==> config.mk <==
export PLATFORM = sky130hd
export DESIGN_NAME = squareAnimator
export DESIGN_NICKNAME = d
export VERILOG_FILES = /design/src/videoPkg.sv /design/src/motionPkg.sv /design/src/frameTicker.sv /design/src/rectScanner.sv /design/src/bounceTracker.sv /design/src/drawSequencer.sv /design/src/squareAnimator.sv
export SDC_FILE = /design/constraint.sdc
export NUM_CORES = 1
export LEC_CHECK = 0
export BUFFER_PORTS_ARGS = -buffer_cell sky130_fd_sc_hd__buf_2
export CAP_MARGIN = 20
export CORE_ASPECT_RATIO = 1.25
export CORE_UTILIZATION = 45
export CTS_CLUSTER_DIAMETER = 50
export CTS_CLUSTER_SIZE = 30
export DETAILED_ROUTE_END_ITERATION = 10
export SLEW_MARGIN = 20
export SYNTH_ARGS = -nofsm -noshare
export SYNTH_HDL_FRONTEND = slang
export SYNTH_SLANG_ARGS = --single-unit
==> constraint.sdc <==
create_clock -name clock -period 9.3 [get_ports clock]
set_input_delay 0 -clock clock [delete_from_list [all_inputs] [get_ports clock]]
set_output_delay 0 -clock clock [all_outputs]
set_load 0.005 [all_outputs]
==> src/videoPkg.sv <==
package videoPkg;

  // screen coordinates, sized for a 160x120 frame buffer
  typedef logic [7:0] coordX_t;  // 0..159
  typedef logic [6:0] coordY_t;  // 0..119

  // one bit per channel
  typedef struct packed {
    logic red;
    logic green;
    logic blue;
  } colour_t;

  typedef struct packed {
    coordX_t x;
    coordY_t y;
  } pixelCoord_t;

  // what the frame buffer adapter consumes on each plot strobe
  typedef struct packed {
    pixelCoord_t coord;
    colour_t     colour;
  } pixelWrite_t;

  localparam colour_t blackColour = '0;  // clear colour

endpackage

==> src/motionPkg.sv <==
package motionPkg;

  // direction of travel, one flag per axis
  // 0 means towards larger coordinates (right / down)
  typedef struct packed {
    logic xLeft;
    logic yUp;
  } heading_t;

  // top-left corner of the square in screen coordinates
  typedef videoPkg::pixelCoord_t position_t;

  // reset heading is right and down
  localparam heading_t headingHome = '0;

endpackage

==> src/frameTicker.sv <==
`timescale 1ns/1ps

module frameTicker #(
  parameter int frameDivide = 833333  // 50 MHz down to about 60 Hz
) (
  input  logic clock,
  input  logic resetn,
  output logic frameTick
);

  localparam int countWidth = (frameDivide > 1) ? $clog2(frameDivide) : 1;
  localparam logic [countWidth-1:0] reloadValue = countWidth'(frameDivide - 1);

  logic [countWidth-1:0] count;  // cycles left in this frame

  always_ff @(posedge clock) begin
    if (!resetn) begin
      count     <= reloadValue;
      frameTick <= 1'b0;
    end else begin
      frameTick <= (count == '0);  // registered, so tick lands frameDivide cycles on
      if (count == '0)
        count <= reloadValue;
      else
        count <= count - 1'b1;
    end
  end

  // tick is a single-cycle strobe
  assert property (@(posedge clock) disable iff (!resetn)
    frameTick |=> !frameTick);

endmodule

==> src/rectScanner.sv <==
`timescale 1ns/1ps

module rectScanner #(
  parameter int width  = 160,
  parameter int height = 120
) (
  input  logic                 clock,
  input  logic                 resetn,
  input  logic                 start,
  output logic                 active,
  output logic                 last,
  output videoPkg::pixelCoord_t coord
);

  import videoPkg::*;

  localparam coordX_t lastX = coordX_t'(width - 1);   // right column
  localparam coordY_t lastY = coordY_t'(height - 1);  // bottom row

  // final point of the sweep
  assign last = active && (coord.x == lastX) && (coord.y == lastY);

  always_ff @(posedge clock) begin
    if (!resetn)
      active <= 1'b0;
    else if (!active)
      active <= start;  // start only counts while idle
    else if (last)
      active <= 1'b0;   // stop right after the last point
  end

  // raster walk, x fastest
  always_ff @(posedge clock) begin
    if (!active) begin
      if (start)
        coord <= '0;  // sweep begins at the origin
    end else if (!last) begin
      if (coord.x == lastX) begin
        coord.x <= '0;             // wrap into next row
        coord.y <= coord.y + 1'b1;
      end else begin
        coord.x <= coord.x + 1'b1;
      end
    end
  end

  // sweep never leaves the rectangle
  assert property (@(posedge clock) disable iff (!resetn)
    active |-> (coord.x < width) && (coord.y < height));

  // the sequencer must wait for the previous sweep to finish
  assert property (@(posedge clock) disable iff (!resetn)
    start |-> !active);

endmodule

==> src/bounceTracker.sv <==
`timescale 1ns/1ps

module bounceTracker #(
  parameter int screenWidth  = 160,
  parameter int screenHeight = 120,
  parameter int squareSide   = 4
) (
  input  logic                clock,
  input  logic                resetn,
  input  logic                moveStep,
  output motionPkg::position_t position
);

  import videoPkg::*;
  import motionPkg::*;

  // furthest top-left corner that keeps the square on screen
  localparam coordX_t maxX = coordX_t'(screenWidth - squareSide);
  localparam coordY_t maxY = coordY_t'(screenHeight - squareSide);

  heading_t heading;
  heading_t nextHeading;  // heading after edge checks

  // reverse first if already at the limit we are heading for
  always_comb begin
    nextHeading = heading;
    if (!heading.xLeft && (position.x == maxX))
      nextHeading.xLeft = 1'b1;  // right edge
    else if (heading.xLeft && (position.x == '0))
      nextHeading.xLeft = 1'b0;  // left edge
    if (!heading.yUp && (position.y == maxY))
      nextHeading.yUp = 1'b1;    // bottom edge
    else if (heading.yUp && (position.y == '0))
      nextHeading.yUp = 1'b0;    // top edge
  end

  always_ff @(posedge clock) begin
    if (!resetn) begin
      position <= '0;  // start in the top-left corner
      heading  <= headingHome;
    end else if (moveStep) begin
      heading <= nextHeading;
      // then one pixel along each axis
      if (nextHeading.xLeft)
        position.x <= position.x - 1'b1;
      else
        position.x <= position.x + 1'b1;
      if (nextHeading.yUp)
        position.y <= position.y - 1'b1;
      else
        position.y <= position.y + 1'b1;
    end
  end

  // square stays fully on screen across every step
  assert property (@(posedge clock) disable iff (!resetn)
    (position.x <= maxX) && (position.y <= maxY));

endmodule

==> src/drawSequencer.sv <==
`timescale 1ns/1ps

module drawSequencer (
  input  logic                 clock,
  input  logic                 resetn,
  input  logic                 frameTick,
  input  logic                 start,
  input  videoPkg::colour_t     colour,
  input  motionPkg::position_t  position,
  input  logic                 clearActive,
  input  logic                 clearLast,
  input  logic                 squareActive,
  input  logic                 squareLast,
  input  videoPkg::pixelCoord_t clearCoord,
  input  videoPkg::pixelCoord_t squareCoord,
  output logic                 clearStart,
  output logic                 squareStart,
  output logic                 moveStep,
  output logic                 plot,
  output videoPkg::pixelWrite_t pixel
);

  import videoPkg::*;

  typedef enum logic [1:0] {
    idle,      // waiting for a tick or start
    clearing,  // full screen black sweep
    drawing,   // square pixels
    moving     // one bounce step
  } state_t;

  state_t  state;
  state_t  nextState;
  colour_t colourReg;  // square colour for this redraw
  logic    trigger;

  assign trigger = frameTick | start;  // either one starts a redraw

  always_comb begin
    nextState = state;
    case (state)
      idle:     if (trigger) nextState = clearing;
      clearing: if (clearLast) nextState = drawing;
      drawing:  if (squareLast) nextState = moving;
      moving:   nextState = idle;  // position settles as we go idle
      default:  nextState = idle;
    endcase
  end

  always_ff @(posedge clock) begin
    if (!resetn)
      state <= idle;
    else
      state <= nextState;
  end

  // colour sampled in the accepting cycle
  always_ff @(posedge clock) begin
    if ((state == idle) && trigger)
      colourReg <= colour;
  end

  // busy triggers fall through here, only idle launches the sweep
  assign clearStart  = (state == idle) && trigger;
  assign squareStart = (state == clearing) && clearLast;  // back to back, no gap
  assign moveStep    = (state == moving);

  // writes come straight off the scanners' registered coordinates
  assign plot = clearActive | squareActive;

  always_comb begin
    if (clearActive) begin
      pixel.coord  = clearCoord;
      pixel.colour = blackColour;
    end else begin
      // square pixel is corner plus raster offset
      pixel.coord.x = position.x + squareCoord.x;
      pixel.coord.y = position.y + squareCoord.y;
      pixel.colour  = colourReg;
    end
  end

  // scanners only run inside a redraw
  assert property (@(posedge clock) disable iff (!resetn)
    (state == idle) |-> !plot);

  // motion step only once the square is fully drawn
  assert property (@(posedge clock) disable iff (!resetn)
    moveStep |-> $past(squareLast));

endmodule

==> src/squareAnimator.sv <==
`timescale 1ns/1ps

module squareAnimator #(
  parameter int screenWidth  = 160,
  parameter int screenHeight = 120,
  parameter int squareSide   = 4,
  parameter int frameDivide  = 833333
) (
  input  logic                 clock,
  input  logic                 resetn,
  input  logic                 start,
  input  videoPkg::colour_t     colour,
  output logic                 plot,
  output videoPkg::pixelWrite_t pixel
);

  import videoPkg::*;
  import motionPkg::*;

  logic        frameTick;
  logic        clearStart;
  logic        clearActive;
  logic        clearLast;
  logic        squareStart;
  logic        squareActive;
  logic        squareLast;
  logic        moveStep;
  pixelCoord_t clearCoord;   // raster point on the screen
  pixelCoord_t squareCoord;  // offset inside the square
  position_t   position;

  frameTicker #(.frameDivide(frameDivide)) ticker (
    .clock(clock), .resetn(resetn), .frameTick(frameTick)
  );

  // whole screen sweep
  rectScanner #(.width(screenWidth), .height(screenHeight)) clearScan (
    .clock(clock), .resetn(resetn), .start(clearStart),
    .active(clearActive), .last(clearLast), .coord(clearCoord)
  );

  // square sized sweep
  rectScanner #(.width(squareSide), .height(squareSide)) squareScan (
    .clock(clock), .resetn(resetn), .start(squareStart),
    .active(squareActive), .last(squareLast), .coord(squareCoord)
  );

  bounceTracker #(
    .screenWidth(screenWidth), .screenHeight(screenHeight), .squareSide(squareSide)
  ) tracker (
    .clock(clock), .resetn(resetn), .moveStep(moveStep), .position(position)
  );

  drawSequencer sequencer (
    .clock(clock), .resetn(resetn), .frameTick(frameTick), .start(start),
    .colour(colour), .position(position),
    .clearActive(clearActive), .clearLast(clearLast),
    .squareActive(squareActive), .squareLast(squareLast),
    .clearCoord(clearCoord), .squareCoord(squareCoord),
    .clearStart(clearStart), .squareStart(squareStart), .moveStep(moveStep),
    .plot(plot), .pixel(pixel)
  );

endmodule

## Yosys cells after proc, flatten, opt, wreduce, memory -nomap -nowiden

Cells that the tools add are included.

| storage, ports and cells | value |
|---|---|
| register bits after elaboration | 75 |
| bits of input ports | 6 |
| output and inout bits | 19 |
| logic and storage cells | 95 |

| operators by class | value |
|---|---|
| add/subtract/negate cells | 11 |
| equality and inequality tests | 16 |
| muxes and demuxes | 25 |
| bitwise logic cells | 3 |
| reduce and logical (&&, ||, !) cells | 24 |

Operator list:

| cell | number |
|---|---|
| $mux W15 | 6 |
| $add A8 B1 Y8 const B | 3 |
| $mux W8 | 3 |
| $add A7 B1 Y7 const B | 3 |
| $mux W7 | 3 |
| $logic_not A20 Y1 | 1 |
| $sub A20 B1 Y20 const B | 1 |
| $mux W18 | 1 |
| $eq A8 B8 Y1 const B | 2 |
| $eq A7 B7 Y1 const B | 2 |
| $logic_and A1 B1 Y1 | 10 |
| $reduce_and A3 Y1 | 3 |
| $add A8 B8 Y8 | 1 |
| $eq A8 B2 Y1 const B | 1 |
| $logic_not A8 Y1 | 1 |
| $mux W1 | 8 |
| $ne A2 B2 Y1 const B | 4 |
| $pmux W2 S4 | 1 |
| $sub A8 B1 Y8 const B | 1 |
| $add A7 B7 Y7 | 1 |
| $eq A7 B2 Y1 const B | 1 |
| $logic_not A7 Y1 | 1 |
| $sub A7 B1 Y7 const B | 1 |
| $mux W2 | 3 |
| other kinds (10) | 17 |

## Logic depth before layout (Yosys ltp)

Gate-level depths: netlist of the first run.

| depth | value |
|---|---|
| depth in word-level cells | 6 |
| gate-level depth with buffers | 10 |
| depth with buffers taken out | 10 |

## Cells and area by module

A second synthesis of the first run with hierarchy kept.

| second synthesis, totals | value |
|---|---|
| cell total of the unflattened synthesis | 521 |
| area, all modules | 4895.9 um^2 |

Modules (own cells, without submodules):

| module | times used | cells each | area each (um^2) | seq. area each (um^2) |
|---|---|---|---|---|
| bounceTracker | 1 | 129 | 1196.1 | 340.3 |
| drawSequencer | 1 | 137 | 1094.8 | 130.1 |
| frameTicker | 1 | 102 | 927.1 | 420.4 |
| rectScanner at clearScan | 1 | 81 | 852.1 | 470.5 |
| rectScanner at squareScan | 1 | 72 | 825.8 | 470.5 |

## Worst setup path after synthesis of the first run

Ideal clock, no wire load.

| timing path | value |
|---|---|
| path kind | reg-to-reg |
| start | register tracker.position[7] (netlist name) |
| end | register tracker.position[14] (netlist name) |
| library setup time | 0.072 ns |
| data arrival time | 2.916 ns |
| required time | 9.228 ns |
| setup slack | 6.312 ns |
| stages on the path, launching flop included | 11 |
| buffers on the path | 0 |
| clock period less this slack | 2.988 ns |
| cell sequence | dfxtp_1 > nor4_1 > a41oi_1 > a211oi_1 > ha_1 > a21o_1 > a31o_2 > a21oi_1 > xor2_1 > nor2_1 > mux2i_1 |

==> results of run 1 <==
## worst paths after layout
check                                         start                      to  slack, ns  cells after the start
worst max register to register  tracker.position[1]     tracker.position[6]       6.34                     10
worst max-delay path            tracker.position[1]     tracker.position[6]       6.34                     10
worst min register to register      ticker.count[0]         ticker.count[0]       0.44                      1
worst min-delay path                          start  sequencer.colourReg[0]       0.24                      3
## logic make-up (layout without fill, tap and decap cells)
family / Yosys count / count (layout) / synth area share
compound gates: 68 / 68 / 0.09772
xor+xnor: 58 / 58 / 0.1130
fa+ha+maj: 37 / 37 / 0.1097
buf+inv: 26 / 62 / 0.02171
flops: 75 / 75 / 0.4076
mux: 16 / 16 / 0.03703
simple gates: 182 / 182 / 0.2133
## critical path, stage by stage, from the launching register on
cell	delay [ns]
dfxtp_1	0.38
nor3_1	0.25
a41oi_1	0.15
o2bb2ai_1	0.59
ha_1	0.39
a21o_1	0.20
a211oi_1	0.23
o21bai_1	0.12
xor2_1	0.16
and3_1	0.22
o21a_1	0.16
## area by class of cell
class | instances | area [um2]
inverters | 16 | 60.06
flip-flops and latches | 75 | 1832
repair buffers | 30 | 175.2
clock inverters | 4 | 68.82
well taps | 126 | 157.7
clock buffers | 12 | 277.8
multi-input cells | 361 | 2565
fillers | 883 | 4523
## state kept, by name, indices dropped and copies added (netlist names)
signal,flops
clearScan.coord,15
tracker.heading,2
ticker.frameTick,1
sequencer.state,2
tracker.position,15
squareScan.active,1
ticker.count,20
squareScan.coord,15
sequencer.colourReg,3
clearScan.active,1
## stage by stage
step / cells / area (um2) / setup WS (ns) / total power, mW / hold slack (ns)
floorplan: 462 / 4494 / 6.312 / 0.5647 / 0.09887
global placement: 604 / 4750 / 6.408 / 0.6164 / 0.1819
detailed placement: 604 / 4750 / 6.374 / 0.6220 / 0.1852
CTS: 624 / 5136 / 6.356 / 1.023 / 0.2234
global route: 624 / 5136 / 6.096 / 1.065 / 0.2517
finish: 624 / 5136 / 6.335 / 1.011 / 0.2350
## synth_stat cells (all sizes together), types with 2 or more instances
cell	count	share of area
o31ai	2	0.0033
o21a	5	0.0084
or4	3	0.0067
nor2b	12	0.017
inv	16	0.013
or3	4	0.0067
xor2	21	0.041
ha	33	0.092
nand3b	2	0.0033
o21bai	3	0.0050
and2	16	0.022
a211oi	5	0.0084
dfxtp	42	0.19
a31oi	4	0.0056
a21oi	15	0.018
nand4	2	0.0028
nor2	51	0.044
and4	2	0.0039
xnor2	37	0.072
nor4	6	0.012
clkbuf	9	0.0075
mux2i	11	0.024
nand3	18	0.020
mux2	5	0.013
a21boi	2	0.0033
nand2	36	0.031
o211ai	2	0.0033
a21o	9	0.015
or2	2	0.0028
nor3	13	0.018
and3	11	0.015
fa	4	0.018
edfxtp	33	0.22
a41oi	2	0.0039
o21ai	16	0.018
## placed cells by master, fill, tap and decap left out, types with 9 or more instances in the layout
| cell type | netlist | layout |
|---|---|---|
| nor2_1 | 50 | 50 |
| dfxtp_1 | 42 | 42 |
| xnor2_1 | 37 | 37 |
| nand2_1 | 35 | 35 |
| ha_1 | 33 | 33 |
| edfxtp_1 | 33 | 33 |
| buf_2 | 0 | 24 |
| xor2_1 | 21 | 21 |
| nand3_1 | 18 | 18 |
| o21ai_0 | 16 | 16 |
| and2_1 | 16 | 16 |
| inv_1 | 15 | 15 |
| a21oi_1 | 14 | 14 |
| nor2b_1 | 12 | 12 |
| and3_1 | 11 | 11 |
| mux2i_1 | 11 | 11 |
| nor3_1 | 10 | 10 |
| clkbuf_16 | 0 | 10 |
| a21o_1 | 9 | 9 |
## power breakdown
part | switching (mW) | internal (mW) | leakage, nW
clock | 0.132 | 0.264 | 0.171
combinational | 0.0931 | 0.0814 | 1.25
sequential | 0.0432 | 0.397 | 0.696
total | 0.268 | 0.743 | 2.12
## layer usage
layer | GRT usage | vias to the layer above | share of wire
met5 | 0 | - | 0
met4 | 0.07302 | 0 | 0.011
met3 | 0.04067 | 8 | 0.027
met2 | 0.3123 | 40 | 0.50
met1 | 0.2172 | 1542 | 0.46
li1 | - | 1700 | -
==> summary.txt, run 1 <==
Route
  • Total Routed Length: ~8600 um
  • Initial DRC count: 100
  • Post-route ant nets: 0
  • Average routed wire per standard cell: 13.82 um
  • Post-route DRC violation count: 0
  • Drt first pass iters: 5
  • Vias per cell: 5.272
  • Via count: between 3000 and 4000

Global routing
  • Initial antenna violation count: 0
  • Vias in the first global route: about 3200
  • GRT overflow: 0
  • Largest net degree at the start of global routing: 43
  • Wire length of the first global-routing pass: 14840 um
  • GRT Total Usage: 0.1807

Floorplanning
  • Die area: 10390 um2
  • Rows: 40
  • Initial Utilization: 0.4653
  • Die Ht: 113.7 um
  • IO Pins: 25
  • Die Wd: 91.39 um
  • Area of the core: 9659 um2

Clock network
  • Root Driver: clkbuf_16
  • # clock sinks: 75
  • H-tree levels: 3
  • Post-CTS Setup Bufs: 0
  • Cts repair resizes: 0
  • Worst-Skew Late Latency: approximately 0.34 ns
  • Total CTS buffers: 9
  • CTS tree: yes
  • Cts hold-fix bufs: 4
  • CTS Buffer Depth: 2
  • Clk slew on worst S/H paths: 0.06 ns

Outcome
  • Status: finished clean

Yosys
  • Asr flop ratio synth: 0
  • Netlist Area Pre-Place: approximately 4500 um2
  • Syn nets: 505
  • EDFF count, synth: 33
  • Synth cell types: 52
  • YS warnings: 0
  • Seq/Total Area, Yosys: 0.4076
  • Syn avg cell area: 9.728 um2
  • Synthesized flop and latch total: 75
  • Predominant post-synthesis flop cell: dfxtp_1
  • Synthesized netlist cell count: 462

Worst setup path
  • Worst Path Required: 9.53 ns
  • Crit. End Element: flip-flop
  • Critical path type: reg2reg
  • CP max FO: 8
  • Crit path DAT: 3.19 ns
  • Startpoint types: flip-flop

Finish
  • Finished Core Util: 0.5317
  • Antenna cells: 0
  • Nets@finish: 536
  • Syn-to-layout area delta: 14.28%
  • Layout cells sized above 1: 0.1205

Placed design
  • DP Wirelength: 6277 um
  • Gpl congestion: 0.7736
  • I/O Buffers: 24

Power
  • Peak supply drop: around 0.10 mV
  • Pwr per Cell Area: 196.8 nW/um2
  • Leak: 2.116 nW

Timing
  • Final Setup Violations: 0
  • Unrepaired setup endpoints after global routing: no
  • Slew margin rel.: 0.3051
  • Clock skew: 0.006442 ns
  • Worst-margin pin slew: 1.042 ns
  • Max-slew violation count: 0
  • Hold Violations, Final: 0
  • Tcrit/Tclk final: 0.3188
  • Post-Route Setup TNS: 0 ns
  • Minimum clock period: ~3.0 ns
  • Fmax: 337.3 MHz

Hold path
  • Worst min path class: in2reg

Flow run
  • Max-Cap Viols: 0
Note: power is estimated with default switching activity, not from simulation.
==> run 2: changes to the inputs <==
==> constraint.sdc (replaced) <==
create_clock -name clock -period 2.72 [get_ports clock]
set_input_delay 0 -clock clock [delete_from_list [all_inputs] [get_ports clock]]
set_output_delay 0 -clock clock [all_outputs]
set_load 0.005 [all_outputs]
==> run 2 against run 1 <==
Critical path depth unchanged. Core utilization up 1.5 points. Clock skew up 0.00064 ns. Non-clock buffer count up 11. Wire length up 3.5%. Final area up 2.7%. Combinational power rose to 3.6 times the previous value. Flip-flop and latch count unchanged. Critical endpoint unchanged. Largest power group unchanged. Highest routed layer unchanged.
==> summary.txt, run 2 (synthesis results as in run 1) <==
Timing
  • Fmax: 390.6 MHz (+16%)
  • Minimum clock period: 2.560 ns (-0.4045 ns)
  • Clock skew: 0.007083 ns (+0.0006409 ns)
  • Final Setup Violations: 0 (unchanged)
  • Max-slew violation count: 0 (unchanged)
  • Slew margin rel.: 0.7043 (+0.3992)
  • Worst-margin pin slew: 0.4436 ns (-0.5987 ns)
  • Tcrit/Tclk final: 0.9412 (+0.6224)
  • Hold Violations, Final: 0 (unchanged)

Worst setup path
  • Worst Path Required: 2.95 ns (-6.58 ns)
  • Crit. End Element: flip-flop
  • Buffer and inverter count on the worst path: 0 (unchanged)
  • Reg2reg setup slack: 0.16 ns (-6.18 ns)
  • Critical path's top delay family: compound AO/OA/AOI/OAI gates
  • Critical path type: reg2reg
  • Crit path cell chain: nor3_1, a41oi_1, o2bb2ai_2, ha_1, a21o_1, a211oi_1, o21bai_1, xor2_1, and3_1, o21a_1
  • Critical path's slowest cell: dfxtp_1
  • CP max stage delay: 0.38 ns (-0.21 ns)
  • Crit path DAT: 2.79 ns (-0.40 ns)
  • Startpoint types: flip-flop
  • CP max FO: 5 (-3)

Finish
  • Commonest non-fill, non-tap cell in the layout: nor2_1
  • Layout cells sized above 1: 0.1552 (+0.03472)
  • Reg with most FFs: ticker.count
  • Most frequent cells in the layout: 50 x nor2_1, 42 x dfxtp_1, 37 x xnor2_1, 35 x nand2_1, 33 x edfxtp_1
  • Syn-to-layout area delta: 17.40%
  • Max reg flops: 20 (unchanged)
  • Post-Layout Cell Count: 635 (+1.8%)
  • Nets@finish: 547 (+2.1%)
  • Antenna cells: 0 (unchanged)

Floorplanning
  • Area of the core: 9659 um2 (unchanged)
  • Initial Utilization: 0.4653 (unchanged)
  • Rows: 40 (unchanged)
  • Die area: 10390 um2 (unchanged)
  • IO Pins: 25 (unchanged)
  • Die Ht: 113.7 um (unchanged)
  • Die Wd: 91.39 um (unchanged)

Outcome
  • Status: finished clean

Global routing
  • Largest net degree at the start of global routing: 43 (unchanged)
  • Global routing usage on met1: 0.2186 (+0.001452)
  • GRT met2 Usage: 0.3293 (+0.01704)
  • GRT overflow: 0 (unchanged)
  • GRT Total Usage: 0.1849 (+0.004189)
  • Vias in the first global route: 3471 (+8.0%)
  • Gr busiest metal: met2
  • Met3 Use GR: 0.02733 (-0.01333)
  • Initial antenna violation count: 0 (unchanged)
  • Wire length of the first global-routing pass: 15460 um (+4.2%)

Hold path
  • Worst min path class: in2reg

Route
  • Via count: 3327 (+1.1%)
  • Initial DRC count: 130 (+30%)
  • Drt first pass iters: 4 (-1)
  • Vias per cell: 5.239 (-0.63%)
  • Average routed wire per standard cell: 14.05 um (+1.7%)
  • Total Routed Length: 8923 um (+3.5%)
  • Post-route ant nets: 0 (unchanged)
  • Post-route DRC violation count: 0 (unchanged)

Clock network
  • Clk slew on worst S/H paths: 0.06 ns (about the same)
  • H-tree levels: 3 (unchanged)
  • CTS Buffer Depth: 2 (unchanged)
  • Worst-Skew Late Latency: 0.34 ns (about the same)
  • CTS tree: yes
  • Root Driver: clkbuf_16
  • # clock sinks: 75 (unchanged)
  • Total CTS buffers: 9 (unchanged)

Power
  • Pwr per Cell Area: 625.8 nW/um2 (+220%)
  • Leak: 2.159 nW (+2.0%)
  • Final Power: 3.302 mW (+230%)
  • Peak supply drop: 0.3343 mV (+230%)

Placed design
  • I/O Buffers: 24 (unchanged)
  • DP Wirelength: 6529 um (+4.0%)
  • Dpl cells: 613 (+1.5%)
  • Gpl congestion: 0.7835 (+1.3%)

Flow run
  • Max-Cap Viols: 0 (unchanged)
-- run 2: timing repair --
| action | in CTS | in global routing |
|---|---|---|
| hold endpoints to repair | 4 | 0 |
| resized for setup | 0 | 11 |
| hold buffers | 4 | 0 |
| endpoints found under the setup margin | 0 | 5 |
| setup buffers | 0 | 2 |
-- run 2: report_power, final --
part	leakage, nW	switching (mW)	internal, mW
clock	0.144	0.438	0.733
sequential	0.696	0.147	1.36
combinational	1.32	0.328	0.298
total	2.16	0.914	2.39
-- run 2: cell type report --
cell class / instances / area [um2]
clock buffer: 13 / 250.2
clock inverter: 3 / 40.04
timing repair buffer: 41 / 270.3
sequential: 75 / 1832
tap: 126 / 157.7
fill: 861 / 4383
multi-input combinational: 361 / 2666
inverter: 16 / 60.06
-- run 2: final timing paths --
kind,to,cells past startpoint,from
worst min-delay path,sequencer.colourReg[1],3,start
worst max-delay path,tracker.position[6],10,tracker.position[0]
worst min register to register,ticker.count[0],1,ticker.count[0]
worst max register to register,tracker.position[6],10,tracker.position[0]
-- run 2: worst register-to-register path: stages, from the launching register on --
cell and delay (ns):
dfxtp_1 0.38, nor3_1 0.29, a41oi_1 0.19, o2bb2ai_2 0.22
ha_1 0.30, a21o_1 0.22, a211oi_1 0.24, o21bai_1 0.12
xor2_1 0.16, and3_1 0.19, o21a_1 0.16
-- run 2: routing by layer --
layer,routed length [um],share of wire
met2,4555,0.51
met4,155,0.017
met3,195,0.022
met1,4017,0.45
met5,0,0
-- run 2: through the flow --
| step | TNS, ns | setup WS [ns] | utilization | area [um2] | hold slack [ns] |
|---|---|---|---|---|---|
| 3_5_place_dp | 0 | 0.1320 | 0.5006 | 4836 | 0.1840 |
| 2_1_floorplan | 0 | 0.05267 | - | 4513 | 0.09887 |
| 4_1_cts | 0 | 0.09773 | 0.5348 | 5166 | 0.2205 |
| 5_1_grt | -0.03683 | -0.02350 | 0.5462 | 5276 | 0.2598 |
| 6_report | 0 | 0.1599 | 0.5462 | 5276 | 0.2274 |
| 3_3_place_gp | 0 | 0.1736 | 0.5006 | 4836 | 0.1831 |
==> run 3: changes to the inputs <==
--- a/config.mk
+++ b/config.mk
@@ -8,7 +8,7 @@
 export BUFFER_PORTS_ARGS = -buffer_cell sky130_fd_sc_hd__buf_2
 export CAP_MARGIN = 20
 export CORE_ASPECT_RATIO = 1.25
-export CORE_UTILIZATION = 45
+export CORE_UTILIZATION = 40
 export CTS_CLUSTER_DIAMETER = 50
 export CTS_CLUSTER_SIZE = 30
 export DETAILED_ROUTE_END_ITERATION = 10
==> run 3 against run 2 <==
Clock power increased by 11%. Sequential power about the same. Register-to-register slack got worse by 0.04 ns. Flip-flop and latch count unchanged.
==> summary.txt, run 3 (synthesis results as in run 1) <==
Finish
  • Syn-to-layout area delta: 16.87%
  • Reg with most FFs: ticker.count
  • Most frequent cells in the layout: 50 x nor2_1, 42 x dfxtp_1, 37 x xnor2_1, 35 x nand2_1, 33 x edfxtp_1
  • Final Instance Area: 5253 um2 (-0.45%)
  • FILL cells: 977 (+13%)
  • Post-Layout Cell Count: 640 (+0.79%)
  • Antenna cells: 0 (unchanged)
  • Commonest non-fill, non-tap cell in the layout: nor2_1
  • Footprint of the multi-input gates: 2621 um2 (-1.7%)
  • Nets@finish: 546 (-0.18%)
  • Flip-flop and latch area: 1832 um2 (unchanged)
  • Finished Core Util: 0.4876 (-0.05867)
  • Max reg flops: 20 (unchanged)
  • Layout cells sized above 1: 0.1535 (-0.001663)

Floorplanning
  • Area of the core: 10770 um2 (+12%)
  • Rows: 42 (+5.0%)
  • Die area: 11670 um2 (+12%)
  • Die Ht: 120.5 um (+6.0%)
  • Initial Utilization: 0.4172 (-0.04810)
  • IO Pins: 25 (unchanged)
  • Die Wd: 96.81 um (+5.9%)

Route
  • Drt first pass iters: 4 (unchanged)
  • Total Routed Length: 8852 um (-0.80%)
  • Post-route ant nets: 0 (unchanged)
  • Post-route DRC violation count: 0 (unchanged)
  • Top sig layer: met4
  • Wl on met1: 4181 um (+4.1%)
  • Met3 wire length: 218 um (+12%)
  • Metal2 WL: 4263 um (-6.4%)
  • Vias per cell: 5.213 (-0.51%)
  • Via count: 3336 (+0.27%)
  • Average routed wire per standard cell: 13.83 um (-1.6%)
  • Initial DRC count: 89 (-32%)

Clock network
  • CTS tree: yes
  • CTS Buffer Depth: 2 (unchanged)
  • H-tree levels: 3 (unchanged)
  • Worst-Skew Late Latency: 0.33 ns (about the same)
  • Total CTS buffers: 9 (unchanged)
  • Root Driver: clkbuf_16
  • # clock sinks: 75 (unchanged)
  • Clk slew on worst S/H paths: 0.06 ns (about the same)

Hold path
  • Worst min path class: in2reg

Power
  • Clk pwr share: 0.379 (+0.024)
  • Combinational share of power: 0.183 (-0.007)
  • Pwr per Cell Area: 652.0 nW/um2 (+4.2%)
  • Sequential share of power: 0.438 (-0.018)
  • Peak supply drop: 0.3829 mV (+15%)
  • Switching Share: 0.2823 (+0.005430)
  • Leak: 2.160 nW (about the same)
  • Final Power: 3.425 mW (+3.7%)
  • Internal: 2.458 mW (+2.9%)
  • Switching power: 966.7 uW (+5.8%)

Timing
  • Hold Violations, Final: 0 (unchanged)
  • Final WS setup: 0.1203 ns (-0.03964 ns)
  • Fin Hold WS: 0.009424 ns (-0.2180 ns)
  • Fmax: 384.7 MHz (-1.5%)
  • Slew margin rel.: 0.6578 (-0.04649)
  • Tcrit/Tclk final: 0.9558 (+0.01457)
  • Post-Route Setup TNS: 0 ns (unchanged)
  • Unrepaired setup endpoints after global routing: yes
  • Worst-margin pin slew: 0.5133 ns (+0.06974 ns)
  • Clock skew: 0.009182 ns (+0.002099 ns)
  • Max-slew violation count: 0 (unchanged)
  • Final Setup Violations: 0 (unchanged)
  • Minimum clock period: 2.600 ns (+0.03964 ns)

Global routing
  • Largest net degree at the start of global routing: 43 (unchanged)
  • GRT overflow: 0 (unchanged)
  • GRT Total Usage: 0.1628 (-0.02211)
  • Vias in the first global route: 3408 (-1.8%)
  • Initial antenna violation count: 0 (unchanged)
  • Wire length of the first global-routing pass: 15390 um (-0.49%)

Worst setup path
  • Buffer and inverter count on the worst path: 2 (+2)
  • Crit path cell chain: nor4_2, a41oi_1, a211oi_4, buf_4, buf_4, fa_1, a21o_1, a21oi_1, nor2b_1, o21ai_1, nand4_1, o211ai_1
  • Critical path's slowest cell: dfxtp_1
  • Worst Path Required: 2.98 ns (+0.03 ns)
  • Most used cell along the critical path: buf_4
  • Crit path DAT: 2.86 ns (+0.07 ns)
  • CP max FO: 6 (+1)
  • Startpoint types: flip-flop
  • Critical path type: reg2reg
  • Crit. End Element: flip-flop
  • Critical path's top delay family: compound AO/OA/AOI/OAI gates
  • CP max stage delay: 0.41 ns (+0.03 ns)

Placed design
  • Post-place instance area: 4836 um2 (unchanged)
  • Gpl congestion: 0.8252 (+5.3%)
  • I/O Buffers: 24 (unchanged)
  • Dpl cells: 618 (+0.82%)
  • Dpl ws: 0.08073 ns (-0.05126 ns)
  • DP Wirelength: 6554 um (+0.38%)

Outcome
  • Status: finished clean

Flow run
  • Max-Cap Viols: 0 (unchanged)
==> run 3: cell types whose count changed in the layout (fill, tap and decap cells not counted), moves of 2 or more <==
cell / change
clkbuf_1: -3
clkinv_2: -2
clkinv_4: +2
clkinvlp_4: +2
ha_1: +2
ha_4: -2
==> run 3: final timing paths <==
path / from / endpoint / slack (ns) / cells after the start
worst max-delay path: tracker.position[12] / tracker.position[13] / 0.12 / 12
worst min-delay path: resetn / ticker.count[4] / 0.009 / 2
worst max register to register: tracker.position[12] / tracker.position[13] / 0.12 / 12
worst min register to register: ticker.count[0] / ticker.count[0] / 0.45 / 1
==> run 3: metal layers <==
layer | vias up | global-route usage
met4 | 0 | 0.07743
met5 | - | 0
li1 | 1712 | -
met2 | 48 | 0.2905
met1 | 1559 | 0.1907
met3 | 17 | 0.02486
==> run 3: power groups by stage <==
stage	combinational, mW	clock, mW	sequential, mW
floorplan	0.450	0	1.49
global placement	0.612	0	1.52
detailed placement	0.623	0	1.52
CTS	0.634	1.33	1.50
global route	0.708	1.38	1.53
finish	0.627	1.30	1.50
==> run 3: repair_timing <==
item,in CTS,in global routing
setup buffers,0,3
setup endpoints to repair,0,5
hold buffers,3,0
gates resized for setup,0,6
endpoints found under the hold margin,3,0
==> run 3: final cells by class <==
cell class              instances  share of cell area
multi-input cells             361              0.4990
well taps                     132             0.03144
flip-flops and latches         75              0.3487
repair buffers                 40             0.04717
clock buffers                   9             0.04288
clock inverters                 7             0.01929
inverters                      16             0.01143
